===== config.mk =====
export PLATFORM = sky130hd
export DESIGN_NAME = sample_project_flat
export DESIGN_NICKNAME = d
export VERILOG_FILES = /design/src/verilog/nebula_pkg.sv /design/src/verilog/wb_if.sv /design/src/verilog/sample_project.sv /design/src/flat_wrapper.sv
export SDC_FILE = /design/constraint.sdc
export NUM_CORES = 1
export LEC_CHECK = 0
export ABC_CLOCK_PERIOD_IN_PS = 5150
export BUFFER_PORTS_ARGS = -buffer_cell sky130_fd_sc_hd__buf_2
export CELL_PAD_IN_SITES_DETAIL_PLACEMENT = 1
export CELL_PAD_IN_SITES_GLOBAL_PLACEMENT = 1
export CORE_MARGIN = 10
export CORE_UTILIZATION = 42
export DETAILED_ROUTE_END_ITERATION = 12
export HOLD_SLACK_MARGIN = 0.06
export PLACE_DENSITY = 0.88
export SLEW_MARGIN = 40
export SYNTH_ARGS = -nofsm -noshare
export SYNTH_HDL_FRONTEND = slang
export SYNTH_SLANG_ARGS = --single-unit
export TNS_END_PERCENT = 30

===== constraint.sdc =====
create_clock -name wb_clk_i -period 5.15 [get_ports wb_clk_i]
set_input_delay 0.515 -clock wb_clk_i [delete_from_list [all_inputs] [get_ports wb_clk_i]]
set_output_delay 0.515 -clock wb_clk_i [all_outputs]
set_load 0.05 [all_outputs]

===== src/verilog/nebula_pkg.sv =====
// Bus widths, address map, register offsets and counts
// Named word types for pin and logic-analyzer buses
`default_nettype none

package nebula_pkg;

    localparam int ADR_W = 32;
    localparam int DAT_W = 32;
    localparam int SEL_W = 4;

    localparam int GPIO_W   = 38;
    localparam int LA_W     = 128;
    localparam int LA_BANKS = 4;

    localparam int NUM_PROJECTS = 2;
    localparam int NUM_MANAGERS = 3;    // Host plus one per project
    localparam int NUM_TARGETS  = 5;

    localparam logic [11:0] REGION_TAG = 12'h300;   // Carried on adr[31:20]

    // Region codes on adr[19:16]
    localparam logic [3:0] SRAM_REGION  = 4'd0;
    localparam logic [3:0] GPIO_REGION  = 4'd1;
    localparam logic [3:0] LA_REGION    = 4'd2;
    localparam logic [3:0] PROJ0_REGION = 4'd3;
    localparam logic [3:0] PROJ1_REGION = 4'd4;

    localparam int SRAM_WORDS = 256;

    localparam logic [7:0] GPIO_SEL_LO = 8'h00;    // Pins 0 to 31 where 1 picks project 1
    localparam logic [7:0] GPIO_SEL_HI = 8'h04;    // Pins 32 to 37
    localparam logic [7:0] GPIO_ENABLE = 8'h08;
    localparam logic [7:0] LA_SEL      = 8'h00;    // One bit per bank

    localparam logic [7:0] PROJ_GPIO_OUT = 8'h00;
    localparam logic [7:0] PROJ_GPIO_OEB = 8'h04;
    localparam logic [7:0] PROJ_LA_OUT   = 8'h08;
    localparam logic [7:0] PROJ_DMA_ADDR = 8'h0C;
    localparam logic [7:0] PROJ_DMA_DATA = 8'h10;
    localparam logic [7:0] PROJ_START    = 8'h14;  // Write starts and bit 0 reads busy

    typedef logic [GPIO_W-1:0]        gpio_word_t;
    typedef logic [LA_W/LA_BANKS-1:0] la_word_t;

endpackage

`default_nettype wire


===== src/verilog/wb_if.sv =====
// Wishbone classic bus with manager and target views
`default_nettype none

interface wb_if;
    import nebula_pkg::*;

    logic             cyc;
    logic             stb;
    logic             we;
    logic [ADR_W-1:0] adr;
    logic [DAT_W-1:0] dat_w;    // Manager to target
    logic [SEL_W-1:0] sel;
    logic             ack;
    logic [DAT_W-1:0] dat_r;    // Target to manager

    modport manager (
        output cyc, stb, we, adr, dat_w, sel,
        input  ack, dat_r
    );

    modport target (
        input  cyc, stb, we, adr, dat_w, sel,
        output ack, dat_r
    );

endinterface

`default_nettype wire


===== src/verilog/sample_project.sv =====
// Sample project register bank driving pin and LA words
// Issues one Wishbone write of its own per start command
`default_nettype none

module sample_project (
    input  wire   wb_clk_i,
    input  wire   rst_n_i,
    wb_if.target  regs,
    wb_if.manager dma,
    output nebula_pkg::gpio_word_t gpio_out_o,
    output nebula_pkg::gpio_word_t gpio_oeb_o,
    output nebula_pkg::la_word_t   la_out_o
);
    import nebula_pkg::*;

    logic [ADR_W-1:0] dma_addr;
    logic [DAT_W-1:0] dma_data;
    logic             busy;
    logic             dma_req;  // Drives cyc and stb
    logic             req;

    assign req = regs.cyc & regs.stb & ~regs.ack;

    always_ff @(posedge wb_clk_i or negedge rst_n_i) begin
        if (!rst_n_i) begin
            regs.ack   <= 1'b0;
            gpio_out_o <= '0;
            gpio_oeb_o <= '1;   // Pins start as inputs
            la_out_o   <= '0;
            dma_addr   <= '0;
            dma_data   <= '0;
            busy       <= 1'b0;
            dma_req    <= 1'b0;
        end else begin
            regs.ack <= req;
            if (req && regs.we) begin
                case (regs.adr[7:0])
                    PROJ_GPIO_OUT: gpio_out_o <= GPIO_W'(regs.dat_w);
                    PROJ_GPIO_OEB: gpio_oeb_o <= GPIO_W'(regs.dat_w);
                    PROJ_LA_OUT:   la_out_o   <= regs.dat_w;
                    PROJ_DMA_ADDR: dma_addr   <= regs.dat_w;
                    PROJ_DMA_DATA: dma_data   <= regs.dat_w;
                    PROJ_START:    busy       <= 1'b1;
                    default: ;
                endcase
            end

            // Launch one edge after busy is set
            if (busy && !dma_req) begin
                dma_req <= 1'b1;
            end

            if (dma_req && dma.ack) begin
                dma_req <= 1'b0;
                busy    <= 1'b0;
            end
        end
    end

    always_ff @(posedge wb_clk_i) begin
        if (req) begin
            case (regs.adr[7:0])
                PROJ_GPIO_OUT: regs.dat_r <= DAT_W'(gpio_out_o);   // Low 32 pins only
                PROJ_GPIO_OEB: regs.dat_r <= DAT_W'(gpio_oeb_o);
                PROJ_LA_OUT:   regs.dat_r <= la_out_o;
                PROJ_DMA_ADDR: regs.dat_r <= dma_addr;
                PROJ_DMA_DATA: regs.dat_r <= dma_data;
                PROJ_START:    regs.dat_r <= DAT_W'(busy);
                default:       regs.dat_r <= '0;
            endcase
        end
    end

    assign dma.cyc   = dma_req;
    assign dma.stb   = dma_req;
    assign dma.we    = 1'b1;
    assign dma.adr   = dma_addr;
    assign dma.dat_w = dma_data;
    assign dma.sel   = '1;  // Full word

endmodule

`default_nettype wire


===== src/flat_wrapper.sv =====
// flat-port wrapper written by rule: the top's interface ports become plain ports
module sample_project_flat import nebula_pkg::*;
  (wb_clk_i, rst_n_i, gpio_out_o, gpio_oeb_o, la_out_o, regs_cyc, regs_stb, regs_we, regs_adr, regs_dat_w, regs_sel, regs_ack, regs_dat_r, dma_cyc, dma_stb, dma_we, dma_adr, dma_dat_w, dma_sel, dma_ack, dma_dat_r);
  wb_if regs_i ();
  wb_if dma_i ();
  input  wire wb_clk_i;
  input  wire rst_n_i;
  output nebula_pkg::gpio_word_t gpio_out_o;
  output nebula_pkg::gpio_word_t gpio_oeb_o;
  output nebula_pkg::la_word_t la_out_o;
  input wire logic [$bits(regs_i.cyc)-1:0] regs_cyc;
  input wire logic [$bits(regs_i.stb)-1:0] regs_stb;
  input wire logic [$bits(regs_i.we)-1:0] regs_we;
  input wire logic [$bits(regs_i.adr)-1:0] regs_adr;
  input wire logic [$bits(regs_i.dat_w)-1:0] regs_dat_w;
  input wire logic [$bits(regs_i.sel)-1:0] regs_sel;
  output wire logic [$bits(regs_i.ack)-1:0] regs_ack;
  output wire logic [$bits(regs_i.dat_r)-1:0] regs_dat_r;
  output wire logic [$bits(dma_i.cyc)-1:0] dma_cyc;
  output wire logic [$bits(dma_i.stb)-1:0] dma_stb;
  output wire logic [$bits(dma_i.we)-1:0] dma_we;
  output wire logic [$bits(dma_i.adr)-1:0] dma_adr;
  output wire logic [$bits(dma_i.dat_w)-1:0] dma_dat_w;
  output wire logic [$bits(dma_i.sel)-1:0] dma_sel;
  input wire logic [$bits(dma_i.ack)-1:0] dma_ack;
  input wire logic [$bits(dma_i.dat_r)-1:0] dma_dat_r;
  assign regs_i.cyc = regs_cyc;
  assign regs_i.stb = regs_stb;
  assign regs_i.we = regs_we;
  assign regs_i.adr = regs_adr;
  assign regs_i.dat_w = regs_dat_w;
  assign regs_i.sel = regs_sel;
  assign regs_ack = regs_i.ack;
  assign regs_dat_r = regs_i.dat_r;
  assign dma_cyc = dma_i.cyc;
  assign dma_stb = dma_i.stb;
  assign dma_we = dma_i.we;
  assign dma_adr = dma_i.adr;
  assign dma_dat_w = dma_i.dat_w;
  assign dma_sel = dma_i.sel;
  assign dma_i.ack = dma_ack;
  assign dma_i.dat_r = dma_dat_r;
  sample_project u_core (.wb_clk_i(wb_clk_i), .rst_n_i(rst_n_i), .regs(regs_i), .dma(dma_i), .gpio_out_o(gpio_out_o), .gpio_oeb_o(gpio_oeb_o), .la_out_o(la_out_o));
endmodule

==> flow_metrics.py <==
metrics = {
    "pwr": {
        "peakVddDrop_mv": 0.210,
        "p_leak_nw": 5.52,
        "powerDensity_nw_per_um2": 309,
    },
    "global_routing": {
        "grt_max_degree": 65,
        "grt_util_all_layers": 0.203,
        "global_route_wire_length_before_repair_microns": 41100,
        "initial_antenna_violation_count": 0,
        "busiest_layer": "met2",
        "grt_util_met2": 0.352,
        "global_route.usage.met3": 0.0612,
        "grt.overflow.total": 0,
        "globalRouteMet1Util": 0.240,
        "grt_pass1_vias": 6637,
    },
    "floorplanning": {
        "boundaryPins": 318,
        "initial_utilization": 0.431,
        "placementRows": 51,
        "chipWidth_microns": 162,
        "core_region_area_sq_um": 19700,
        "die_height_microns": 162,
        "design.die.area_sq_um": 26300,
    },
    "cts": {
        "tritoncts_num_sinks": 196,
        "cts.root.buffer_cell": "clkbuf_16",
        "number_of_buffers_between_clock_root_and_the_deepest_sink": 2,
        "hold_buf_cts": 0,
        "htree_levels": 4,
        "ctsResizeCount": 0,
        "cts-buffers-inserted": 17,
        "clk_pin_slew_ns": 0.08,
        "tritoncts_clock_tree": "done",
        "postCtsSetupBuffers": 0,
        "insertion_delay_ns": 0.43,
    },
    "sta": {
        "final_period_minus_worst_setup_slack_ns": 2.53,
        "finalHoldViolations": 0,
        "max-slew-margin-rel": 0.430,
        "min_period_over_period": 0.492,
        "holdWs_ns": 0.0620,
        "fin_skew_ns": 0.00937,
        "tightestPinTransition_ns": 0.853,
        "finalMaxSlewViolations": 0,
        "max_clock_freq_ghz": 0.395,
        "grt_setup_unrepaired": "false",
        "setup_violations": 0,
        "final.setup.tns_ns": 0,
    },
    "synthesis": {
        "yosys.cell_types.count": 38,
        "yosys.area.top_type": "dfrtp_1",
        "ys_top_cells_by_area": "dfrtp_1 (39%), mux2_2 (16%), edfxtp_1 (11%), dfstp_2 (10%), mux2_1 (7.6%)",
        "synth-xor-area-share": 0,
        "synth.area.mux_share": 0.266,
        "synthAdderAreaFrac": 0,
        "synth.avg_cell_area_sq_um": 14.9,
        "synthSimpleGateAreaFrac": 0.0233,
        "synth.top_cells.by_count": "dfrtp_1 (131), mux2_2 (121), mux2_1 (57), a22oi_1 (38), dfstp_2 (33)",
        "area_fraction_in_compound_gates_after_synthesis": 0.0731,
        "synthesis.area_sq_um": 8470,
        "synthesis.yosys.warnings": 0,
        "postSynthRegisterBits": 196,
        "dominant_combinational_cell_family_by_area_after_synthesis": "multiplexers",
        "yosysTopAreaCellShare": 0.387,
        "ys_seq_area_frac": 0.603,
        "yosysMostFrequentCell": "dfrtp_1",
        "netlist_instances": 568,
        "synth_enable_flop_cells": 32,
        "synth-main-ff-cell": "dfrtp_1",
        "async_flop_share": 0.837,
    },
    "setup_path": {
        "cp_common_cell": "buf_4",
        "required_ns": 5.50,
        "worst_setup_path_start_kind": "input pin",
        "worstPathCellList": "buf_2, buf_4, nor4b_4, nand3_2, buf_4, mux2_2",
        "timing_worst_setup_path_type": "input pin to register",
        "slowest_stage": "nand3_2",
        "crit_path_max_incr_delay_ns": 0.47,
        "critical_path.endpoint_type": "register",
        "endpoint_arrival_time_on_the_critical_path_ns": 2.88,
        "critPathMaxFanout": 18,
    },
    "cells_and_area": {
        "fin_area_sq_um": 10500,
        "finalCoreUtilization": 0.534,
        "multi_input_comb_area_sq_um": 3150,
        "n_fill_cell": 2050,
        "antenna_cells_inserted": 0,
        "syn_to_final_growth_pct": 23.9,
        "nNetsFinal": 910,
        "seq_area_sq_um": 5110,
        "layout-drive-gt1-share": 0.557,
    },
    "outcome": {
        "run_status": "completed",
    },
    "detailed_routing": {
        "via_per_inst": 5.45,
        "routed_wire_length_per_instance_microns": 25.0,
        "number_of_optimization_iterations_in_the_first_detailed_route_pass": 4,
        "totalWireLength_microns": 27000,
        "antenna_violating_nets_post_route": 0,
        "detailroute.via_count": 5901,
        "drcViolationCount": 0,
        "drt_iter0_markers": 306,
    },
    "place": {
        "place.port_buffers": 246,
        "dpl_cell_area_sq_um": 9920,
        "place_congestion": 0.788,
        "detailedPlacementHpwl_microns": 19200,
    },
    "job": {
        "max-cap-violations": 0,
    },
    "min_path": {
        "hold_class": "input pin to asynchronous set/reset pin",
    },
}
==> through the flow <==
step           worst slack (ns)  power (mW)  instances
3_5_place_dp               2.07        1.96       1050
5_1_grt                    2.51        3.38       1082
6_report                   2.62        3.25       1082
2_1_floorplan              2.70        1.85        577
3_3_place_gp               1.74        1.96       1050
4_1_cts                    2.53        3.28       1082
==> report_power, final <==
part	internal, mW	switching (mW)
clock network	0.684	0.634
registers	1.60	0.0221
logic	0.0640	0.242
==> worst max-delay path, delay by kind of cell <==
| kind | cells | cell delay (ns) |
|---|---|---|
| buffers and inverters | 3 | 1.26 |
| muxes | 1 | 0.32 |
| and+or+nand+nor | 2 | 0.76 |
==> layer usage <==
metal,vias to the layer above,wire length (microns),part of all wire
met5,-,0,0
met3,25,1850,0.068
met1,3077,11000,0.41
li1,2577,-,-
met2,222,13800,0.51
met4,0,380,0.014
==> sequential cells by signal, indices dropped and copies added (netlist names) <==
name	flops
u_core.dma.cyc	1
u_core.regs.ack	1
u_core.dma.adr	32
u_core.la_out_o	32
u_core.gpio_oeb_o	33
u_core.dma.dat_w	32
u_core.regs.dat_r	32
u_core.gpio_out_o	32
u_core.busy	1
==> final timing paths <==
kind | startpoint | endpoint | slack [ns] | depth (start not counted)
worst max-delay path | regs_adr[2] | u_core.gpio_oeb_o[11] | 2.62 | 6
worst min-delay path | rst_n_i | u_core.dma.dat_w[17] | 0.06 | 1
worst max register to register | u_core.regs.ack | u_core.gpio_out_o[22] | 2.95 | 5
worst min register to register | u_core.la_out_o[19] | u_core.la_out_o[19] | 0.51 | 1
max in group asynchronous | rst_n_i | u_core.la_out_o[11] | 3.92 | 2
min in group wb_clk_i | dma_ack | u_core.dma.cyc | 0.27 | 2
==> placed cells by master (no fill, tap or decap), types with 2 or more instances in the layout <==
cell type / netlist / layout
buf_2: 15 / 244
dfrtp_1: 131 / 131
mux2_2: 121 / 121
mux2_1: 57 / 57
a22oi_1: 38 / 38
dfstp_2: 33 / 33
edfxtp_1: 32 / 32
mux2i_1: 25 / 25
o22ai_1: 22 / 22
clkbuf_16: 0 / 17
buf_4: 20 / 15
conb_1: 2 / 11
o21ai_0: 9 / 9
a2bb2oi_1: 8 / 8
a21o_1: 6 / 6
nand2_1: 5 / 5
inv_6: 0 / 5
clkinvlp_4: 0 / 4
nand3_2: 2 / 3
nor2b_1: 3 / 3
nor2_1: 3 / 2
a21oi_1: 2 / 2
clkinv_4: 0 / 2
inv_8: 0 / 2
==> cell type report <==
type                    instances  share of cell area
clock inverters                14              0.0137
flip-flops and latches        196               0.486
clock buffers                  18              0.0409
well taps                     265              0.0316
repair buffers                260               0.128
multi-input cells             329               0.300
==> cell families after synthesis <==
family / Yosys count
buf+inv: 52
compound gates: 88
other cells: 2
flops: 196
mux: 203
simple gates: 27
Note: power is estimated with default switching activity, not from simulation.
