File: src/verilog/nebula_pkg.sv
// Bus widths, address map, register offsets and counts
// Named word types for pin and logic-analyzer buses
`default_nettype none

package nebula_pkg;

    localparam int ADR_W = 32;
    localparam int DAT_W = 32;
    localparam int SEL_W = 4;

    localparam int GPIO_W   = 38;
    localparam int LA_W     = 128;
    localparam int LA_BANKS = 4;

    localparam int NUM_PROJECTS = 2;
    localparam int NUM_MANAGERS = 3;    // Host plus one per project
    localparam int NUM_TARGETS  = 5;

    localparam logic [11:0] REGION_TAG = 12'h300;   // Carried on adr[31:20]

    // Region codes on adr[19:16]
    localparam logic [3:0] SRAM_REGION  = 4'd0;
    localparam logic [3:0] GPIO_REGION  = 4'd1;
    localparam logic [3:0] LA_REGION    = 4'd2;
    localparam logic [3:0] PROJ0_REGION = 4'd3;
    localparam logic [3:0] PROJ1_REGION = 4'd4;

    localparam int SRAM_WORDS = 256;

    localparam logic [7:0] GPIO_SEL_LO = 8'h00;    // Pins 0 to 31 where 1 picks project 1
    localparam logic [7:0] GPIO_SEL_HI = 8'h04;    // Pins 32 to 37
    localparam logic [7:0] GPIO_ENABLE = 8'h08;
    localparam logic [7:0] LA_SEL      = 8'h00;    // One bit per bank

    localparam logic [7:0] PROJ_GPIO_OUT = 8'h00;
    localparam logic [7:0] PROJ_GPIO_OEB = 8'h04;
    localparam logic [7:0] PROJ_LA_OUT   = 8'h08;
    localparam logic [7:0] PROJ_DMA_ADDR = 8'h0C;
    localparam logic [7:0] PROJ_DMA_DATA = 8'h10;
    localparam logic [7:0] PROJ_START    = 8'h14;  // Write starts and bit 0 reads busy

    typedef logic [GPIO_W-1:0]        gpio_word_t;
    typedef logic [LA_W/LA_BANKS-1:0] la_word_t;

endpackage

`default_nettype wire

File: src/verilog/wb_if.sv
// Wishbone classic bus with manager and target views
`default_nettype none

interface wb_if;
    import nebula_pkg::*;

    logic             cyc;
    logic             stb;
    logic             we;
    logic [ADR_W-1:0] adr;
    logic [DAT_W-1:0] dat_w;    // Manager to target
    logic [SEL_W-1:0] sel;
    logic             ack;
    logic [DAT_W-1:0] dat_r;    // Target to manager

    modport manager (
        output cyc, stb, we, adr, dat_w, sel,
        input  ack, dat_r
    );

    modport target (
        input  cyc, stb, we, adr, dat_w, sel,
        output ack, dat_r
    );

endinterface

`default_nettype wire

File: src/verilog/wb_arbiter.sv
// Fixed-priority arbiter for host and two project managers
`default_nettype none

module wb_arbiter (
    input  wire   wb_clk_i,
    input  wire   rst_n_i,
    wb_if.target  mgr_host,
    wb_if.target  mgr_p0,
    wb_if.target  mgr_p1,
    wb_if.manager bus
);
    import nebula_pkg::*;

    localparam int IDX_W = $clog2(NUM_MANAGERS);

    logic [NUM_MANAGERS-1:0] req_cyc;
    logic [NUM_MANAGERS-1:0] req_stb;
    logic [NUM_MANAGERS-1:0] req_we;
    logic [ADR_W-1:0]        req_adr [NUM_MANAGERS];
    logic [DAT_W-1:0]        req_dat [NUM_MANAGERS];
    logic [SEL_W-1:0]        req_sel [NUM_MANAGERS];
    logic [IDX_W-1:0]        gnt;
    logic [IDX_W-1:0]        next_gnt;
    logic                    gnt_vld;
    logic [NUM_MANAGERS-1:0] own;   // One-hot owner

    // Index 0 is the host and has top priority
    assign req_cyc = {mgr_p1.cyc, mgr_p0.cyc, mgr_host.cyc};
    assign req_stb = {mgr_p1.stb, mgr_p0.stb, mgr_host.stb};
    assign req_we  = {mgr_p1.we, mgr_p0.we, mgr_host.we};

    assign req_adr = '{mgr_host.adr, mgr_p0.adr, mgr_p1.adr};
    assign req_dat = '{mgr_host.dat_w, mgr_p0.dat_w, mgr_p1.dat_w};
    assign req_sel = '{mgr_host.sel, mgr_p0.sel, mgr_p1.sel};

    always_comb begin
        next_gnt = '0;
        for (int i = NUM_MANAGERS - 1; i >= 0; i--) begin
            if (req_cyc[i]) begin
                next_gnt = IDX_W'(i);
            end
        end
    end

    // Owner keeps the bus until it drops cyc
    always_ff @(posedge wb_clk_i or negedge rst_n_i) begin
        if (!rst_n_i) begin
            gnt_vld <= 1'b0;
            gnt     <= '0;
        end else if (!gnt_vld || !req_cyc[gnt]) begin
            gnt_vld <= |req_cyc;
            gnt     <= next_gnt;
        end
    end

    assign own = gnt_vld ? (NUM_MANAGERS'(1) << gnt) : '0;

    assign bus.cyc   = |(own & req_cyc);
    assign bus.stb   = |(own & req_stb);
    assign bus.we    = |(own & req_we);
    assign bus.adr   = req_adr[gnt];
    assign bus.dat_w = req_dat[gnt];
    assign bus.sel   = req_sel[gnt];

    assign mgr_host.ack   = own[0] & bus.ack;   // Waiting managers see no ack
    assign mgr_p0.ack     = own[1] & bus.ack;
    assign mgr_p1.ack     = own[2] & bus.ack;
    assign mgr_host.dat_r = own[0] ? bus.dat_r : '0;
    assign mgr_p0.dat_r   = own[1] ? bus.dat_r : '0;
    assign mgr_p1.dat_r   = own[2] ? bus.dat_r : '0;

endmodule

`default_nettype wire

File: src/flat_wrapper.sv
// flat-port wrapper written by rule: the top's interface ports become plain ports
module wb_arbiter_flat import nebula_pkg::*;
  (wb_clk_i, rst_n_i, mgr_host_cyc, mgr_host_stb, mgr_host_we, mgr_host_adr, mgr_host_dat_w, mgr_host_sel, mgr_host_ack, mgr_host_dat_r, mgr_p0_cyc, mgr_p0_stb, mgr_p0_we, mgr_p0_adr, mgr_p0_dat_w, mgr_p0_sel, mgr_p0_ack, mgr_p0_dat_r, mgr_p1_cyc, mgr_p1_stb, mgr_p1_we, mgr_p1_adr, mgr_p1_dat_w, mgr_p1_sel, mgr_p1_ack, mgr_p1_dat_r, bus_cyc, bus_stb, bus_we, bus_adr, bus_dat_w, bus_sel, bus_ack, bus_dat_r);
  wb_if mgr_host_i ();
  wb_if mgr_p0_i ();
  wb_if mgr_p1_i ();
  wb_if bus_i ();
  input  wire wb_clk_i;
  input  wire rst_n_i;
  input wire logic [$bits(mgr_host_i.cyc)-1:0] mgr_host_cyc;
  input wire logic [$bits(mgr_host_i.stb)-1:0] mgr_host_stb;
  input wire logic [$bits(mgr_host_i.we)-1:0] mgr_host_we;
  input wire logic [$bits(mgr_host_i.adr)-1:0] mgr_host_adr;
  input wire logic [$bits(mgr_host_i.dat_w)-1:0] mgr_host_dat_w;
  input wire logic [$bits(mgr_host_i.sel)-1:0] mgr_host_sel;
  output wire logic [$bits(mgr_host_i.ack)-1:0] mgr_host_ack;
  output wire logic [$bits(mgr_host_i.dat_r)-1:0] mgr_host_dat_r;
  input wire logic [$bits(mgr_p0_i.cyc)-1:0] mgr_p0_cyc;
  input wire logic [$bits(mgr_p0_i.stb)-1:0] mgr_p0_stb;
  input wire logic [$bits(mgr_p0_i.we)-1:0] mgr_p0_we;
  input wire logic [$bits(mgr_p0_i.adr)-1:0] mgr_p0_adr;
  input wire logic [$bits(mgr_p0_i.dat_w)-1:0] mgr_p0_dat_w;
  input wire logic [$bits(mgr_p0_i.sel)-1:0] mgr_p0_sel;
  output wire logic [$bits(mgr_p0_i.ack)-1:0] mgr_p0_ack;
  output wire logic [$bits(mgr_p0_i.dat_r)-1:0] mgr_p0_dat_r;
  input wire logic [$bits(mgr_p1_i.cyc)-1:0] mgr_p1_cyc;
  input wire logic [$bits(mgr_p1_i.stb)-1:0] mgr_p1_stb;
  input wire logic [$bits(mgr_p1_i.we)-1:0] mgr_p1_we;
  input wire logic [$bits(mgr_p1_i.adr)-1:0] mgr_p1_adr;
  input wire logic [$bits(mgr_p1_i.dat_w)-1:0] mgr_p1_dat_w;
  input wire logic [$bits(mgr_p1_i.sel)-1:0] mgr_p1_sel;
  output wire logic [$bits(mgr_p1_i.ack)-1:0] mgr_p1_ack;
  output wire logic [$bits(mgr_p1_i.dat_r)-1:0] mgr_p1_dat_r;
  output wire logic [$bits(bus_i.cyc)-1:0] bus_cyc;
  output wire logic [$bits(bus_i.stb)-1:0] bus_stb;
  output wire logic [$bits(bus_i.we)-1:0] bus_we;
  output wire logic [$bits(bus_i.adr)-1:0] bus_adr;
  output wire logic [$bits(bus_i.dat_w)-1:0] bus_dat_w;
  output wire logic [$bits(bus_i.sel)-1:0] bus_sel;
  input wire logic [$bits(bus_i.ack)-1:0] bus_ack;
  input wire logic [$bits(bus_i.dat_r)-1:0] bus_dat_r;
  assign mgr_host_i.cyc = mgr_host_cyc;
  assign mgr_host_i.stb = mgr_host_stb;
  assign mgr_host_i.we = mgr_host_we;
  assign mgr_host_i.adr = mgr_host_adr;
  assign mgr_host_i.dat_w = mgr_host_dat_w;
  assign mgr_host_i.sel = mgr_host_sel;
  assign mgr_host_ack = mgr_host_i.ack;
  assign mgr_host_dat_r = mgr_host_i.dat_r;
  assign mgr_p0_i.cyc = mgr_p0_cyc;
  assign mgr_p0_i.stb = mgr_p0_stb;
  assign mgr_p0_i.we = mgr_p0_we;
  assign mgr_p0_i.adr = mgr_p0_adr;
  assign mgr_p0_i.dat_w = mgr_p0_dat_w;
  assign mgr_p0_i.sel = mgr_p0_sel;
  assign mgr_p0_ack = mgr_p0_i.ack;
  assign mgr_p0_dat_r = mgr_p0_i.dat_r;
  assign mgr_p1_i.cyc = mgr_p1_cyc;
  assign mgr_p1_i.stb = mgr_p1_stb;
  assign mgr_p1_i.we = mgr_p1_we;
  assign mgr_p1_i.adr = mgr_p1_adr;
  assign mgr_p1_i.dat_w = mgr_p1_dat_w;
  assign mgr_p1_i.sel = mgr_p1_sel;
  assign mgr_p1_ack = mgr_p1_i.ack;
  assign mgr_p1_dat_r = mgr_p1_i.dat_r;
  assign bus_cyc = bus_i.cyc;
  assign bus_stb = bus_i.stb;
  assign bus_we = bus_i.we;
  assign bus_adr = bus_i.adr;
  assign bus_dat_w = bus_i.dat_w;
  assign bus_sel = bus_i.sel;
  assign bus_i.ack = bus_ack;
  assign bus_i.dat_r = bus_dat_r;
  wb_arbiter u_core (.wb_clk_i(wb_clk_i), .rst_n_i(rst_n_i), .mgr_host(mgr_host_i), .mgr_p0(mgr_p0_i), .mgr_p1(mgr_p1_i), .bus(bus_i));
endmodule
File: config.mk
export PLATFORM = sky130hd
export DESIGN_NAME = wb_arbiter_flat
export DESIGN_NICKNAME = d
export VERILOG_FILES = /design/src/verilog/nebula_pkg.sv /design/src/verilog/wb_if.sv /design/src/verilog/wb_arbiter.sv /design/src/flat_wrapper.sv
export SDC_FILE = /design/constraint.sdc
export NUM_CORES = 1
export LEC_CHECK = 0
export ABC_AREA = 1
export BUFFER_PORTS_ARGS = -buffer_cell sky130_fd_sc_hd__buf_2
export CAP_MARGIN = 20
export CELL_PAD_IN_SITES_DETAIL_PLACEMENT = 0
export CELL_PAD_IN_SITES_GLOBAL_PLACEMENT = 1
export CORE_AREA = 2 2 161 163
export CTS_CLUSTER_DIAMETER = 120
export CTS_CLUSTER_SIZE = 10
export DETAILED_ROUTE_END_ITERATION = 7
export DIE_AREA = 0 0 163 165
export PLACE_DENSITY = 0.71
export SKIP_CTS_REPAIR_TIMING = 1
export SLEW_MARGIN = 10
export SYNTH_ARGS = -nofsm -noshare
export SYNTH_HDL_FRONTEND = slang
export SYNTH_SLANG_ARGS = --single-unit
export TNS_END_PERCENT = 20
File: constraint.sdc
create_clock -name wb_clk_i -period 1.86 [get_ports wb_clk_i]
set_input_delay 0.186 -clock wb_clk_i [delete_from_list [all_inputs] [get_ports wb_clk_i]]
set_output_delay 0.186 -clock wb_clk_i [all_outputs]
set_load 0.02 [all_outputs]
==> run metrics <==
# DRC 0; Max H-tree Level 1; Synth warnings 0; Comb power frac 0.827; CP arrival 1580 ps; Std-Cell Core Area 25040 um^2; Starting Density 0.07876; Initial DRC Count 137; Hold Crit Class in2reg; Die Ht 165 um; clock sinks 3; final setup vio count 0; synth top area cells nand2_1, nor2_1, nand3_1; Post-Route WL 13970 um; Post-Synthesis Cells 473; #FFs+latches synth 3; Setup CP Type reg2out; first-pass GRT wire length 19040 um; Synth async-reset ratio 1.000; initial antenna violation count 2; Setup TNS 0 ps; Cells after DPL 1199; nature of the critical path startpoint register; Overflow after GRT 0; vias 4407; Int Power 1.115 mW; f_max 564.9 MHz; drt first pass iters 4; layout cells sized above 1 0.5011; outcome finished clean; TritonCTS clock tree built; reg2reg start u_core.gnt[0]$_DFFE_PN0P_; Reg2Reg Depth 5; Main synth FF type dfrtp_1; Final #Nets 1125; Clock transition at path regs 30 ps; Slew @ Worst Pin 333.5 ps; count leader, synth nand2_1; post-detail-place hpwl 11530 um; synthesis-to-layout area growth 136.3%; Design Power 2.471 mW; post-synthesis net count 721; switching pwr 1.357 mW; RSZ-0062 raised after global routing no; r2r setup slk 560 ps; Slew headroom 0.7777; kind of end point of the critical path primary output; pwr dens 530.4 nW/um^2; Mapped Area 1972 um^2; # diodes 0; clock tree root driver cell clkbuf_16; Worst-Skew Late Latency 230 ps; Sw Ratio 0.5489; CTS Buffer Depth 2; share of power burned in registers 0.034; vias per cell 3.654; Ports 418; syn_area_per_cell 4.169 um^2; Clk network pwr share 0.139; CP Max Fanout 35; crit path to bus_dat_w[1]; sequential area share after synthesis 0.03807; critical path launch point u_core.gnt[0]$_DFFE_PN0P_; Cell Count, Final, Fillers Out 1206; Post-synth EDFFs 0; share of Yosys cell area claimed by the top area cell type 0.4112; die width 163 um; max-cap check violation count 0; Die Area 26900 um^2; DR WL/cell 11.59 um; CP peak stage delay 440 ps; CP required 1670 ps; Hold Vio Cnt, Final 0; r2r endpoint u_core.gnt[1]$_DFFE_PN0P_; worst IR drop on VDD 0.1966 mV; Synth area leader nand2_1; Commonest cells post-synth nand2_1, nor2_1, nand3_1; CP max stage cell dfrtp_2; largest net degree at the start of global routing 70; Placer Congestion 0.7655; vias in the first global route 3990; count of different cell masters after synthesis 12; Cell Chain, Critical Path inv_2, nor2_4, buf_12, buf_16, nand2_1, nand3_1, buf_4; fin crit share 0.9517; TritonCTS Buffers 3; Fill cells 2906; GRT Overall Usage 0.08833; num rows 58; IO buf count 417; fin crit period 1770 ps; final slew viol count 0; Clock Skew 0.7429 ps; ANT nets after route 0; Leak 3.040 nW
==> kinds of logic after synthesis <==
family | count (synthesis) | share of synthesized area
buffers and inverters | 73 | 0.1491
DFF | 3 | 0.03807
AOI/OAI and AO/OA | 2 | 0.007612
and+or+nand+nor | 395 | 0.8052
==> area by class of cell <==
| class | instances | area (um^2) | area share |
|---|---|---|---|
| timing repair buffer | 430 | 2315 | 0.4968 |
| multi-input combinational | 397 | 1618 | 0.3472 |
| tap | 330 | 412.9 | 0.08861 |
| inverter | 42 | 157.7 | 0.03383 |
| clock buffer | 4 | 78.83 | 0.01692 |
| sequential | 3 | 77.57 | 0.01665 |
==> flip-flops by register name (all words and copies together) (netlist names) <==
register,flops
u_core.gnt,2
u_core.gnt_vld,1
==> metrics by stage <==
| stage | hold slack [ps] | utilization | cell area (um^2) | setup WS (ps) |
|---|---|---|---|---|
| 5_1_grt | 216.1 | 0.1861 | 4659 | 1.588 |
| 2_1_floorplan | -109.6 | - | 1972 | 381.4 |
| 6_report | 188.1 | 0.1861 | 4659 | 89.86 |
| 3_3_place_gp | -15.47 | 0.1803 | 4513 | 241.3 |
| 4_1_cts | -243.5 | 0.1834 | 4592 | -30.18 |
| 3_5_place_dp | -9.286 | 0.1803 | 4513 | 211.1 |
==> critical path, delay by kind of cell, from the launching register on <==
family	cells	cell delay, ps
and+or+nand+nor	3	300
DFF	1	440
buffers and inverters	4	590
==> placed cells by master (no fill, tap or decap), drive strengths merged <==
cell / n
dfrtp: 3
dlygate4sd3: 1
nand4: 2
o21bai: 2
nand2: 216
nand3: 74
clkbuf: 5
inv: 42
nor2: 103
buf: 428
==> how the worst min path moves through the flow <==
| stage | startpoint | end | slack [ps] | cells past startpoint |
|---|---|---|---|---|
| after floorplan | rst_n_i | u_core.gnt[0]$_DFFE_PN0P_ | -110 | 0 |
| after CTS | rst_n_i | u_core.gnt[0]$_DFFE_PN0P_ | -240 | 1 |
| after global routing | mgr_p1_cyc | u_core.gnt_vld$_DFFE_PN0P_ | 220 | 3 |
| final | mgr_p1_cyc | u_core.gnt_vld$_DFFE_PN0P_ | 190 | 3 |
| after detailed placement | rst_n_i | u_core.gnt_vld$_DFFE_PN0P_ | -9 | 1 |
| after global placement | rst_n_i | u_core.gnt_vld$_DFFE_PN0P_ | -20 | 1 |
==> metal layers <==
| layer | track usage | vias to the layer above | wire length [um] |
|---|---|---|---|
| met5 | 0 | - | 27 |
| met4 | 0.03218 | 4 | 473 |
| met3 | 0.01733 | 27 | 1244 |
| met2 | 0.1851 | 279 | 7564 |
| met1 | 0.08330 | 1862 | 4664 |
| li1 | - | 2235 | - |
==> power groups by stage <==
stage                     Clock, mW  Sequential [mW]  Combinational [mW]
final                         0.344           0.0837                2.04
after global routing          0.361           0.0844                2.23
after CTS                     0.350           0.0826                2.01
after detailed placement          0           0.0832                2.00
after global placement            0           0.0824                2.02
after floorplan                   0           0.0777                1.14
Power figures use the tool's default switching activity.
