==> config.mk <==
export PLATFORM = sky130hd
export DESIGN_NAME = la_select_flat
export DESIGN_NICKNAME = d
export VERILOG_FILES = /design/src/verilog/nebula_pkg.sv /design/src/verilog/wb_if.sv /design/src/verilog/la_select.sv /design/src/flat_wrapper.sv
export SDC_FILE = /design/constraint.sdc
export NUM_CORES = 1
export LEC_CHECK = 0
export ABC_AREA = 0
export ABC_CLOCK_PERIOD_IN_PS = 1600
export BUFFER_PORTS_ARGS = -buffer_cell sky130_fd_sc_hd__buf_4
export CORE_AREA = 3 3 115 117
export DETAILED_ROUTE_END_ITERATION = 8
export DIE_AREA = 0 0 118 120
export PLACE_DENSITY_LB_ADDON = 0.1
export SKIP_LAST_GASP = 1
export SLEW_MARGIN = 20
export SYNTH_ARGS = -nofsm -noshare
export SYNTH_HDL_FRONTEND = slang
export SYNTH_SLANG_ARGS = --single-unit
==> constraint.sdc <==
create_clock -name wb_clk_i -period 1.6 [get_ports wb_clk_i]
set_clock_uncertainty 0.2 [all_clocks]
set_input_delay 0.32 -clock wb_clk_i [delete_from_list [all_inputs] [get_ports wb_clk_i]]
set_output_delay 0.32 -clock wb_clk_i [all_outputs]
set_load 0.005 [all_outputs]
==> src/verilog/nebula_pkg.sv <==
// Bus widths, address map, register offsets and counts
// Named word types for pin and logic-analyzer buses
`default_nettype none

package nebula_pkg;

    localparam int ADR_W = 32;
    localparam int DAT_W = 32;
    localparam int SEL_W = 4;

    localparam int GPIO_W   = 38;
    localparam int LA_W     = 128;
    localparam int LA_BANKS = 4;

    localparam int NUM_PROJECTS = 2;
    localparam int NUM_MANAGERS = 3;    // Host plus one per project
    localparam int NUM_TARGETS  = 5;

    localparam logic [11:0] REGION_TAG = 12'h300;   // Carried on adr[31:20]

    // Region codes on adr[19:16]
    localparam logic [3:0] SRAM_REGION  = 4'd0;
    localparam logic [3:0] GPIO_REGION  = 4'd1;
    localparam logic [3:0] LA_REGION    = 4'd2;
    localparam logic [3:0] PROJ0_REGION = 4'd3;
    localparam logic [3:0] PROJ1_REGION = 4'd4;

    localparam int SRAM_WORDS = 256;

    localparam logic [7:0] GPIO_SEL_LO = 8'h00;    // Pins 0 to 31 where 1 picks project 1
    localparam logic [7:0] GPIO_SEL_HI = 8'h04;    // Pins 32 to 37
    localparam logic [7:0] GPIO_ENABLE = 8'h08;
    localparam logic [7:0] LA_SEL      = 8'h00;    // One bit per bank

    localparam logic [7:0] PROJ_GPIO_OUT = 8'h00;
    localparam logic [7:0] PROJ_GPIO_OEB = 8'h04;
    localparam logic [7:0] PROJ_LA_OUT   = 8'h08;
    localparam logic [7:0] PROJ_DMA_ADDR = 8'h0C;
    localparam logic [7:0] PROJ_DMA_DATA = 8'h10;
    localparam logic [7:0] PROJ_START    = 8'h14;  // Write starts and bit 0 reads busy

    typedef logic [GPIO_W-1:0]        gpio_word_t;
    typedef logic [LA_W/LA_BANKS-1:0] la_word_t;

endpackage

`default_nettype wire

==> src/verilog/wb_if.sv <==
// Wishbone classic bus with manager and target views
`default_nettype none

interface wb_if;
    import nebula_pkg::*;

    logic             cyc;
    logic             stb;
    logic             we;
    logic [ADR_W-1:0] adr;
    logic [DAT_W-1:0] dat_w;    // Manager to target
    logic [SEL_W-1:0] sel;
    logic             ack;
    logic [DAT_W-1:0] dat_r;    // Target to manager

    modport manager (
        output cyc, stb, we, adr, dat_w, sel,
        input  ack, dat_r
    );

    modport target (
        input  cyc, stb, we, adr, dat_w, sel,
        output ack, dat_r
    );

endinterface

`default_nettype wire

==> src/verilog/la_select.sv <==
// Logic-analyzer bank select register and bank multiplexer
`default_nettype none

module la_select (
    input  wire                       wb_clk_i,
    input  wire                       rst_n_i,
    wb_if.target                      wb,
    input  wire nebula_pkg::la_word_t proj0_la_i,
    input  wire nebula_pkg::la_word_t proj1_la_i,
    output logic [nebula_pkg::LA_W-1:0] la_data_out_o
);
    import nebula_pkg::*;

    localparam int BANK_W = $bits(la_word_t);

    logic [LA_BANKS-1:0] bank_sel;  // 1 picks project 1
    logic                req;

    assign req = wb.cyc & wb.stb & ~wb.ack;

    always_ff @(posedge wb_clk_i or negedge rst_n_i) begin
        if (!rst_n_i) begin
            wb.ack   <= 1'b0;
            bank_sel <= '0;
        end else begin
            wb.ack <= req;
            if (req && wb.we && wb.adr[7:0] == LA_SEL) begin
                bank_sel <= wb.dat_w[LA_BANKS-1:0];
            end
        end
    end

    always_ff @(posedge wb_clk_i) begin
        if (req) begin
            wb.dat_r <= (wb.adr[7:0] == LA_SEL) ? DAT_W'(bank_sel) : '0;
        end
    end

    for (genvar b = 0; b < LA_BANKS; b++) begin : g_bank
        assign la_data_out_o[b*BANK_W +: BANK_W] = bank_sel[b] ? proj1_la_i : proj0_la_i;
    end

endmodule

`default_nettype wire

==> src/flat_wrapper.sv <==
// flat-port wrapper written by rule: the top's interface ports become plain ports
module la_select_flat import nebula_pkg::*;
  (wb_clk_i, rst_n_i, proj0_la_i, proj1_la_i, la_data_out_o, wb_cyc, wb_stb, wb_we, wb_adr, wb_dat_w, wb_sel, wb_ack, wb_dat_r);
  wb_if wb_i ();
  input  wire wb_clk_i;
  input  wire rst_n_i;
  input  wire nebula_pkg::la_word_t proj0_la_i;
  input  wire nebula_pkg::la_word_t proj1_la_i;
  output logic [nebula_pkg::LA_W-1:0] la_data_out_o;
  input wire logic [$bits(wb_i.cyc)-1:0] wb_cyc;
  input wire logic [$bits(wb_i.stb)-1:0] wb_stb;
  input wire logic [$bits(wb_i.we)-1:0] wb_we;
  input wire logic [$bits(wb_i.adr)-1:0] wb_adr;
  input wire logic [$bits(wb_i.dat_w)-1:0] wb_dat_w;
  input wire logic [$bits(wb_i.sel)-1:0] wb_sel;
  output wire logic [$bits(wb_i.ack)-1:0] wb_ack;
  output wire logic [$bits(wb_i.dat_r)-1:0] wb_dat_r;
  assign wb_i.cyc = wb_cyc;
  assign wb_i.stb = wb_stb;
  assign wb_i.we = wb_we;
  assign wb_i.adr = wb_adr;
  assign wb_i.dat_w = wb_dat_w;
  assign wb_i.sel = wb_sel;
  assign wb_ack = wb_i.ack;
  assign wb_dat_r = wb_i.dat_r;
  la_select u_core (.wb_clk_i(wb_clk_i), .rst_n_i(rst_n_i), .wb(wb_i), .proj0_la_i(proj0_la_i), .proj1_la_i(proj1_la_i), .la_data_out_o(la_data_out_o));
endmodule
==> reports/metrics.cfg, run 1 <==
[run_status]
outcome = finished with violations
violations = negative setup slack

[timing]
maxSlewViolCount = 0
rsz0062_at_grt = yes
final-setup-viol-count = 128
layout_min_cycle_time_ps = 1850
fmax_mhz = 540
whs_ps = 100
fin_ws_ps = -251
fin_crit_sh_pct = 116
fin_tns_setup_ps = -27910
hold_viol = 0

[drt]
drcViolationCount = 0
vias = 2264
drtPass1Iterations = 2
avgViaCountPerCell = 3.88
ant_nets = 0
drt_iter0_markers = 31
wl_per_cell_um = 14.7
routed_wl_um = 8550

[worst_setup_path]
critPathLaunch = u_core.bank_sel[3]$_DFFE_PN0P_
path_max_fanout = 19
rr_worst_depth = 3
startpoint_type = flop
crit_path_end = la_data_out_o[102]
end_kind = output pin
r2r_start = u_core.wb.ack$_DFF_PN0_
reg2reg_slack_ps = 130
crit_arrival_ps = 1330
reg2reg_to = u_core.bank_sel[2]$_DFFE_PN0P_
crit_type = flop to output pin
cp.required_ps = 1080

[global_routing]
track_usage_pct = 11.2
grt_pass1_wl_um = 12900
grt_pass1_vias = 2303
grt_max_degree = 20
antenna_found_initial = 0
overflow = 0

[clock_network]
clk_path_buf_depth = 2
numCtsBuffers = 3
cts_root_buffer = clkbuf_16
cts_setup_buffers = 0
ctsHtreeMaxLevel = 1
clk_pin_slew_ps = 40
cts_tree = built
clock-sinks = 9
clk_latency_ps = 230

[power]
leakagePower_nw = 1.92
pwr_density_cell_nw_per_um2 = 354
max-vdd-ir-drop_mv = 0.261
power_mw = 1.47

[floorplanning]
rows = 41
die_area_um2 = 14200
ios = 298
die_w_um = 118
coreArea_um2 = 12500
die_h_um = 120
initial_core_util_pct = 17.1

[finish]
fin_cells = 583
drive_gt1_share_pct = 89.8
antenna_cells = 0
syn2layout_area_growth_pct = 94.5
finalNetCount = 549

[yosys]
avgSynthCellArea_um2 = 10.9
synth_flop_cell = dfrtp_1
synth-seq-cells = 9
synth_most_common_cell = mux2_2
ys_warn_count = 0
syn-cell-area_um2 = 2130
netlist_instances = 196
netlist_top_cells_area = mux2_2 (68%), buf_4 (9.9%), dfrtp_1 (5.9%)
yosysTopAreaCellShare_pct = 67.7
synth_cell_types = 14
ys_seq_area_share_pct = 11.5
synthTopCellsByCount = mux2_2 (128), buf_4 (28), buf_2 (12)
async_reset_ff_share_pct = 55.6
yosysTopAreaCell = mux2_2
synth_edf_count = 4

[placed_design]
dp_hpwl_um = 7090
portBuffers = 213
gp_congestion = 0.699
dp_cells = 578

[job]
maxCapViolCount = 0

[min_path]
hold_class = input port to flop

-- final cells by class --
cell class                      instances  area (µm²)
Clock buffer                            4        78.8
Fill cell                            1283        8330
Multi-Input combinational cell        170        1740
Sequential cell                         9         250
Tap cell                              172         215
Timing Repair Buffer                  228        1850
-- layer usage --
| metal | part of all wire [%] | global-route usage (%) | vias up |
|---|---|---|---|
| met5 | 0 | 0 | - |
| met4 | 0.20 | 1.10 | 0 |
| met3 | 8.6 | 3.25 | 2 |
| met2 | 54 | 22.1 | 135 |
| met1 | 37 | 12.1 | 1025 |
| li1 | - | - | 1102 |
-- state kept, by name (all words and copies together), names as in the netlist --
register,count
u_core.wb.dat_r,4
u_core.wb.ack,1
u_core.bank_sel,4
-- worst max-delay path, stage by stage (launching register included) --
cell and delay, ps:
dfrtp_2 400, buf_12 180, mux2_2 350, buf_4 140
-- cells by family after synthesis --
family	after synthesis	share of synthesized area (%)
buffers and inverters	44	13.4
flip-flops	9	11.5
other	1	0.176
multiplexers	132	69.8
AND/OR/NAND/NOR	10	5.06
-- metrics by stage --
| stage | utilization (%) | cell area (µm²) | worst slack (ps) |
|---|---|---|---|
| after detailed placement | 31.7 | 3960 | -10.5 |
| after global placement | 31.7 | 3960 | -16.0 |
| after CTS | 32.9 | 4100 | -268 |
| after global routing | 33.2 | 4140 | -302 |
| after floorplan | - | 2230 | -34.9 |
| final | 33.2 | 4140 | -251 |
-- cell usage in the layout, fill, tap and decap left out, drive strengths merged --
| cell | count |
|---|---|
| dlygate4sd3 | 1 |
| and3 | 4 |
| edfxtp | 4 |
| dfrtp | 5 |
| nor4 | 2 |
| conb | 28 |
| buf | 227 |
| nand2 | 1 |
| mux2 | 132 |
| nor2 | 1 |
| and4b | 1 |
| clkbuf | 4 |
| nand3 | 1 |
-- power by group --
group          internal (mW)  switching [mW]
registers              0.249         0.00417
logic                  0.505           0.277
clock network          0.332          0.0987
-- worst min path at each step --
stage / endpoint / depth (start not counted) / startpoint / slack (ps)
2_1_floorplan: u_core.bank_sel[0]$_DFFE_PN0P_ / 0 / rst_n_i / -180
3_3_place_gp: u_core.bank_sel[0]$_DFFE_PN0P_ / 1 / rst_n_i / -70
4_1_cts: u_core.bank_sel[3]$_DFFE_PN0P_ / 2 / wb_dat_w[3] / 100
3_5_place_dp: u_core.bank_sel[3]$_DFFE_PN0P_ / 1 / rst_n_i / -70
6_report: u_core.bank_sel[3]$_DFFE_PN0P_ / 2 / wb_dat_w[3] / 100
5_1_grt: u_core.bank_sel[0]$_DFFE_PN0P_ / 2 / wb_dat_w[0] / 100
-- repair_timing --
item	4_1_cts	5_1_grt
hold buffers	1	0
hold endpoints to repair	5	0
setup endpoints to repair	128	128
resized for setup	14	11
(Power assumes the default switching activity.)
==> run 2: changes to the inputs <==
ABC_CLOCK_PERIOD_IN_PS = 1500   (was 1600)
clock period = 1.5 ns   (was 1.6 ns; I/O delays follow)
==> reports/metrics.cfg, run 2 (synthesis gave the netlist of run 1 again) <==
[power]
p_int_mw = 1.25  ; +15%
seqPwrFrac_pct = 15.9  ; -1.4 points
power_mw = 1.69  ; +15%
pwr_density_cell_nw_per_um2 = 360  ; +1.8%
comb_power_share_pct = 56.8  ; +3.4 points
leakagePower_nw = 2.22  ; +15%
p_switching_mw = 0.437  ; +15%
max-vdd-ir-drop_mv = 0.270  ; +3.5%
pwr-share-clk_pct = 27.3  ; -2.1 points
p_sw_share_pct = 25.9  ; -0.061 points

[drt]
avgViaCountPerCell = 4.08  ; +5.0%
ant_nets = 0  ; unchanged
wl_per_cell_um = 16.2  ; +10%
drtPass1Iterations = 4  ; +2
drcViolationCount = 0  ; unchanged
drt_iter0_markers = 28  ; -9.7%
vias = 2419  ; +6.8%
routed_wl_um = 9590  ; +12%

[worst_setup_path]
critPathLaunch = u_core.bank_sel[0]$_DFFE_PN0P_
end_kind = output pin
crit_arrival_ps = 1370  ; +40 ps
crit_type = flop to output pin
reg2reg_slack_ps = 50  ; -80 ps
reg2reg_to = u_core.bank_sel[0]$_DFFE_PN0P_
cp.required_ps = 1000  ; -80 ps
r2r_start = u_core.wb.ack$_DFF_PN0_
cp_cell_sequence = buf_12 > clkbuf_16 > mux2_4 > buf_6
startpoint_type = flop
rr_worst_depth = 3  ; unchanged
path_max_fanout = 7  ; -12
cp_slowest_cell = dfrtp_2
cp_slowest_stage_delay_ps = 410  ; about the same

[finish]
drive_gt1_share_pct = 90.3  ; +0.48 points
fin_cells = 593  ; +1.7%
finalNetCount = 559  ; +1.8%
antenna_cells = 0  ; unchanged
syn2layout_area_growth_pct = 120
reg.largest.list = u_core.bank_sel x4, u_core.wb.dat_r x4, u_core.wb.ack x1
final_common_cell = buf_4
final_area_um2 = 4690  ; +13%
layout_common_cells = buf_4 (162), mux2_2 (73), buf_6 (61)
final.fill_count = 1274  ; -0.70%

[global_routing]
grt_max_degree = 25  ; +25%
overflow = 0  ; unchanged
antenna_found_initial = 0  ; unchanged
grt_pass1_wl_um = 13400  ; +4.1%
track_usage_pct = 11.7  ; +0.50 points
grt_pass1_vias = 2456  ; +6.6%

[clock_network]
clock-sinks = 9  ; unchanged
clk_path_buf_depth = 2  ; unchanged
ctsHtreeMaxLevel = 1  ; unchanged
cts_tree = built
clk_pin_slew_ps = 40  ; about the same
clk_latency_ps = 230  ; about the same
numCtsBuffers = 3  ; unchanged
cts_root_buffer = clkbuf_16

[timing]
rsz0062_at_grt = yes
fin_crit_sh_pct = 125
fmax_mhz = 534
fin_ws_ps = -374  ; -123 ps
final-setup-viol-count = 128  ; unchanged
hold_viol = 0  ; unchanged
layout_min_cycle_time_ps = 1870
maxSlewViolCount = 0  ; unchanged

[min_path]
worst_hold_startpoint = wb_dat_w[3]
worstHoldPathCells = 2  ; unchanged
hold_end = u_core.bank_sel[3]$_DFFE_PN0P_
hold_class = input port to flop

[placed_design]
gp_congestion = 0.664  ; -5.1%
dp_cells = 576  ; -0.35%
dp_hpwl_um = 6560  ; -7.6%
portBuffers = 213  ; unchanged
dp_slack_ps = -171  ; -160 ps
place_area_um2 = 3910  ; -1.1%

[floorplanning]
rows = 41  ; unchanged
coreArea_um2 = 12500  ; unchanged
initial_core_util_pct = 17.1  ; unchanged
ios = 298  ; unchanged
die_area_um2 = 14200  ; unchanged
die_h_um = 120  ; unchanged
die_w_um = 118  ; unchanged

[job]
maxCapViolCount = 0  ; unchanged

[run_status]
outcome = finished with violations
violations = negative setup slack

[run 2: changes by cell type in the layout (fill, tap and decap cells not counted), sizes merged]
| cell | delta |
|---|---|
| buf | +7 |
| clkbuf | +3 |
[run 2: final cells by class]
type	instances	area [µm²]	share of cell area (%)
repair buffers	238	2230	47.6
clock buffers	4	78.8	1.68
well taps	172	215	4.59
multi-input cells	170	1910	40.8
flip-flops and latches	9	249	5.31
[run 2: layer usage]
metal | global-route usage, % | up-vias | wire length [µm]
li1 | - | 1123 | -
met5 | 0 | - | 0
met2 | 22.1 | 148 | 4920
met1 | 13.6 | 1146 | 3820
met4 | 0.879 | 0 | 16
met3 | 3.39 | 2 | 834
[run 2: through the flow]
stage	utilization [%]	hold WS [ps]	TNS, ps
detailed placement	31.4	-92.7	-14410
floorplan	-	-196	0
global route	37.6	92.1	-46160
CTS	34.8	89.1	-41950
global placement	31.4	-94.2	-13570
finish	37.6	93.9	-41360
[run 2: critical path: cells and delay by family, from the launching register on]
family / cells / cell delay [ps]
buf+inv: 3 / 430
flops: 1 / 410
mux: 1 / 300
[run 2: worst max path at each step]
stage                                                 to  slack (ps)
after floorplan                       la_data_out_o[100]          20
after global placement    u_core.bank_sel[1]$_DFFE_PN0P_        -150
after CTS                               la_data_out_o[9]        -370
after detailed placement  u_core.bank_sel[1]$_DFFE_PN0P_        -170
final                                   la_data_out_o[4]        -370
after global routing                    la_data_out_o[7]        -410
[run 2: timing repair]
| item | CTS | global route |
|---|---|---|
| endpoints found under the hold margin | 5 | 0 |
| endpoints found under the setup margin | 128 | 131 |
| gates cloned | 4 | 3 |
| hold buffers | 1 | 0 |
| gates resized for setup | 59 | 73 |
| setup buffers | 5 | 0 |
[run 2: power groups by stage]
stage	clock, mW	sequential, mW	combinational (mW)
after floorplan	0	0.271	0.332
after global placement	0	0.272	0.814
after detailed placement	0	0.272	0.811
after CTS	0.468	0.268	0.881
after global routing	0.489	0.269	1.03
final	0.461	0.268	0.960
==> run 3: changes to the inputs <==
--- a/config.mk
+++ b/config.mk
@@ -7,5 +7,4 @@
 export LEC_CHECK = 0
 export ABC_AREA = 0
-export ABC_CLOCK_PERIOD_IN_PS = 1500
 export BUFFER_PORTS_ARGS = -buffer_cell sky130_fd_sc_hd__buf_4
 export CORE_AREA = 3 3 115 117
--- a/constraint.sdc
+++ b/constraint.sdc
@@ -3,3 +3,3 @@
 set_input_delay 0.3 -clock wb_clk_i [delete_from_list [all_inputs] [get_ports wb_clk_i]]
 set_output_delay 0.3 -clock wb_clk_i [all_outputs]
-set_load 0.005 [all_outputs]
+set_load 0.01 [all_outputs]
==> reports/metrics.cfg, run 3 (synthesis gave the netlist of run 1 again) <==
[run_status]
outcome = finished with violations
violations = negative setup slack

[worst_setup_path]
reg2reg_slack_ps = 50  ; about the same
reg2reg_to = u_core.bank_sel[3]$_DFFE_PN0P_
cp_cell_sequence = buf_6 > clkbuf_16 > mux2_2 > buf_4
path_max_fanout = 6  ; -1
crit_type = flop to output pin
cp.required_ps = 1000  ; about the same
path_buf_inv = 3  ; unchanged
rr_worst_depth = 3  ; unchanged
startpoint_type = flop
cp_slowest_cell = dfrtp_1
path_delay_family = buffers and inverters
crit_arrival_ps = 1390  ; +20 ps
critPathLaunch = u_core.bank_sel[3]$_DFFE_PN0P_
r2r_start = u_core.wb.ack$_DFF_PN0_
cp_slowest_stage_delay_ps = 370  ; -40 ps
end_kind = output pin

[global_routing]
overflow = 0  ; unchanged
antenna_found_initial = 0  ; unchanged
grt_pass1_wl_um = 13400  ; +0.15%
grt_max_degree = 25  ; unchanged
grt_pass1_vias = 2469  ; +0.53%
track_usage_pct = 11.7  ; +0.070 points

[timing]
fin_ws_ps = -390  ; -15.9 ps
final-setup-viol-count = 128  ; unchanged
fin_crit_sh_pct = 126  ; +1.1 points
hold_viol = 0  ; unchanged
whs_ps = 87.8  ; -6.05 ps
fmax_mhz = 529  ; -0.84%
fin_tns_setup_ps = -42840  ; -1480 ps
layout_min_cycle_time_ps = 1890  ; +15.9 ps
maxSlewViolCount = 0  ; unchanged
rsz0062_at_grt = yes

[finish]
layout_common_cells = buf_4 (143), buf_6 (79), mux2_4 (73)
reg.largest.list = u_core.bank_sel x4, u_core.wb.dat_r x4, u_core.wb.ack x1
final_area_um2 = 4830  ; +3.1%
drive_gt1_share_pct = 90.5  ; +0.24 points
finalNetCount = 559  ; unchanged
final_common_cell = buf_4
antenna_cells = 0  ; unchanged
syn2layout_area_growth_pct = 127

[placed_design]
dp_slack_ps = -171  ; unchanged
portBuffers = 213  ; unchanged
place_area_um2 = 3910  ; unchanged
dp_hpwl_um = 6560  ; unchanged
gp_congestion = 0.664  ; unchanged

[clock_network]
clock-sinks = 9  ; unchanged
clk_path_buf_depth = 2  ; unchanged
clk_latency_ps = 230  ; about the same
cts_tree = built
clk_pin_slew_ps = 40  ; about the same
numCtsBuffers = 3  ; unchanged
ctsHtreeMaxLevel = 1  ; unchanged
cts_root_buffer = clkbuf_16

[power]
leakagePower_nw = 2.30  ; +3.6%
pwr_density_cell_nw_per_um2 = 377  ; +4.7%
power_mw = 1.82  ; +8.0%
max-vdd-ir-drop_mv = 0.391  ; +45%

[drt]
drcViolationCount = 0  ; unchanged
drtPass1Iterations = 4  ; unchanged
drt_iter0_markers = 42  ; +50%
vias = 2432  ; +0.54%
avgViaCountPerCell = 4.10  ; +0.54%
ant_nets = 0  ; unchanged
routed_wl_um = 9960  ; +3.9%
wl_per_cell_um = 16.8  ; +3.9%

[floorplanning]
initial_core_util_pct = 17.1  ; unchanged
die_area_um2 = 14200  ; unchanged
die_h_um = 120  ; unchanged
coreArea_um2 = 12500  ; unchanged
ios = 298  ; unchanged
die_w_um = 118  ; unchanged
rows = 41  ; unchanged

[min_path]
hold_class = input port to flop
worst_hold_startpoint = wb_dat_w[3]
worstHoldPathCells = 2  ; unchanged
hold_end = u_core.bank_sel[3]$_DFFE_PN0P_

[job]
maxCapViolCount = 0  ; unchanged

==> run 3: layout make-up <==
type / count / area (µm²)
clock buffers: 4 / 78.8
fillers: 1273 / 7630
multi-input cells: 170 / 1970
flip-flops and latches: 9 / 249
well taps: 172 / 215
repair buffers: 238 / 2320
==> run 3: layer usage <==
metal  track usage (%)  share of wire [%]
met3              3.49                8.3
met4             0.879               0.17
met2              22.3                 51
met1              13.5                 40
met5                 0                  0
==> run 3: where the power goes <==
| group | leakage (nW) | switching, mW | total (mW) | internal (mW) |
|---|---|---|---|---|
| Clock | 0.0382 | 0.108 | 0.462 | 0.355 |
| Sequential | 0.102 | 0.00370 | 0.269 | 0.265 |
| Combinational | 2.16 | 0.424 | 1.09 | 0.668 |
| Total | 2.30 | 0.535 | 1.82 | 1.29 |
==> run 3: timing repair <==
| item | in CTS | in global routing |
|---|---|---|
| endpoints found under the setup margin | 128 | 131 |
| resized for setup | 72 | 96 |
| gates cloned | 4 | 4 |
| hold endpoints to repair | 5 | 0 |
| hold buffers | 1 | 0 |
| setup buffers | 4 | 1 |
==> run 3: per-stage QoR <==
stage	cells	utilization, %
floorplan	223	-
global placement	576	31.4
detailed placement	576	31.4
CTS	589	35.2
global route	593	38.8
finish	593	38.8
==> run 3: worst max-delay path by stage <==
stage	slack (ps)	cells past startpoint	end
after floorplan	-4	3	la_data_out_o[100]
after global placement	-150	4	u_core.bank_sel[1]$_DFFE_PN0P_
after detailed placement	-170	4	u_core.bank_sel[1]$_DFFE_PN0P_
after CTS	-390	3	la_data_out_o[14]
after global routing	-420	4	la_data_out_o[127]
final	-390	4	la_data_out_o[118]
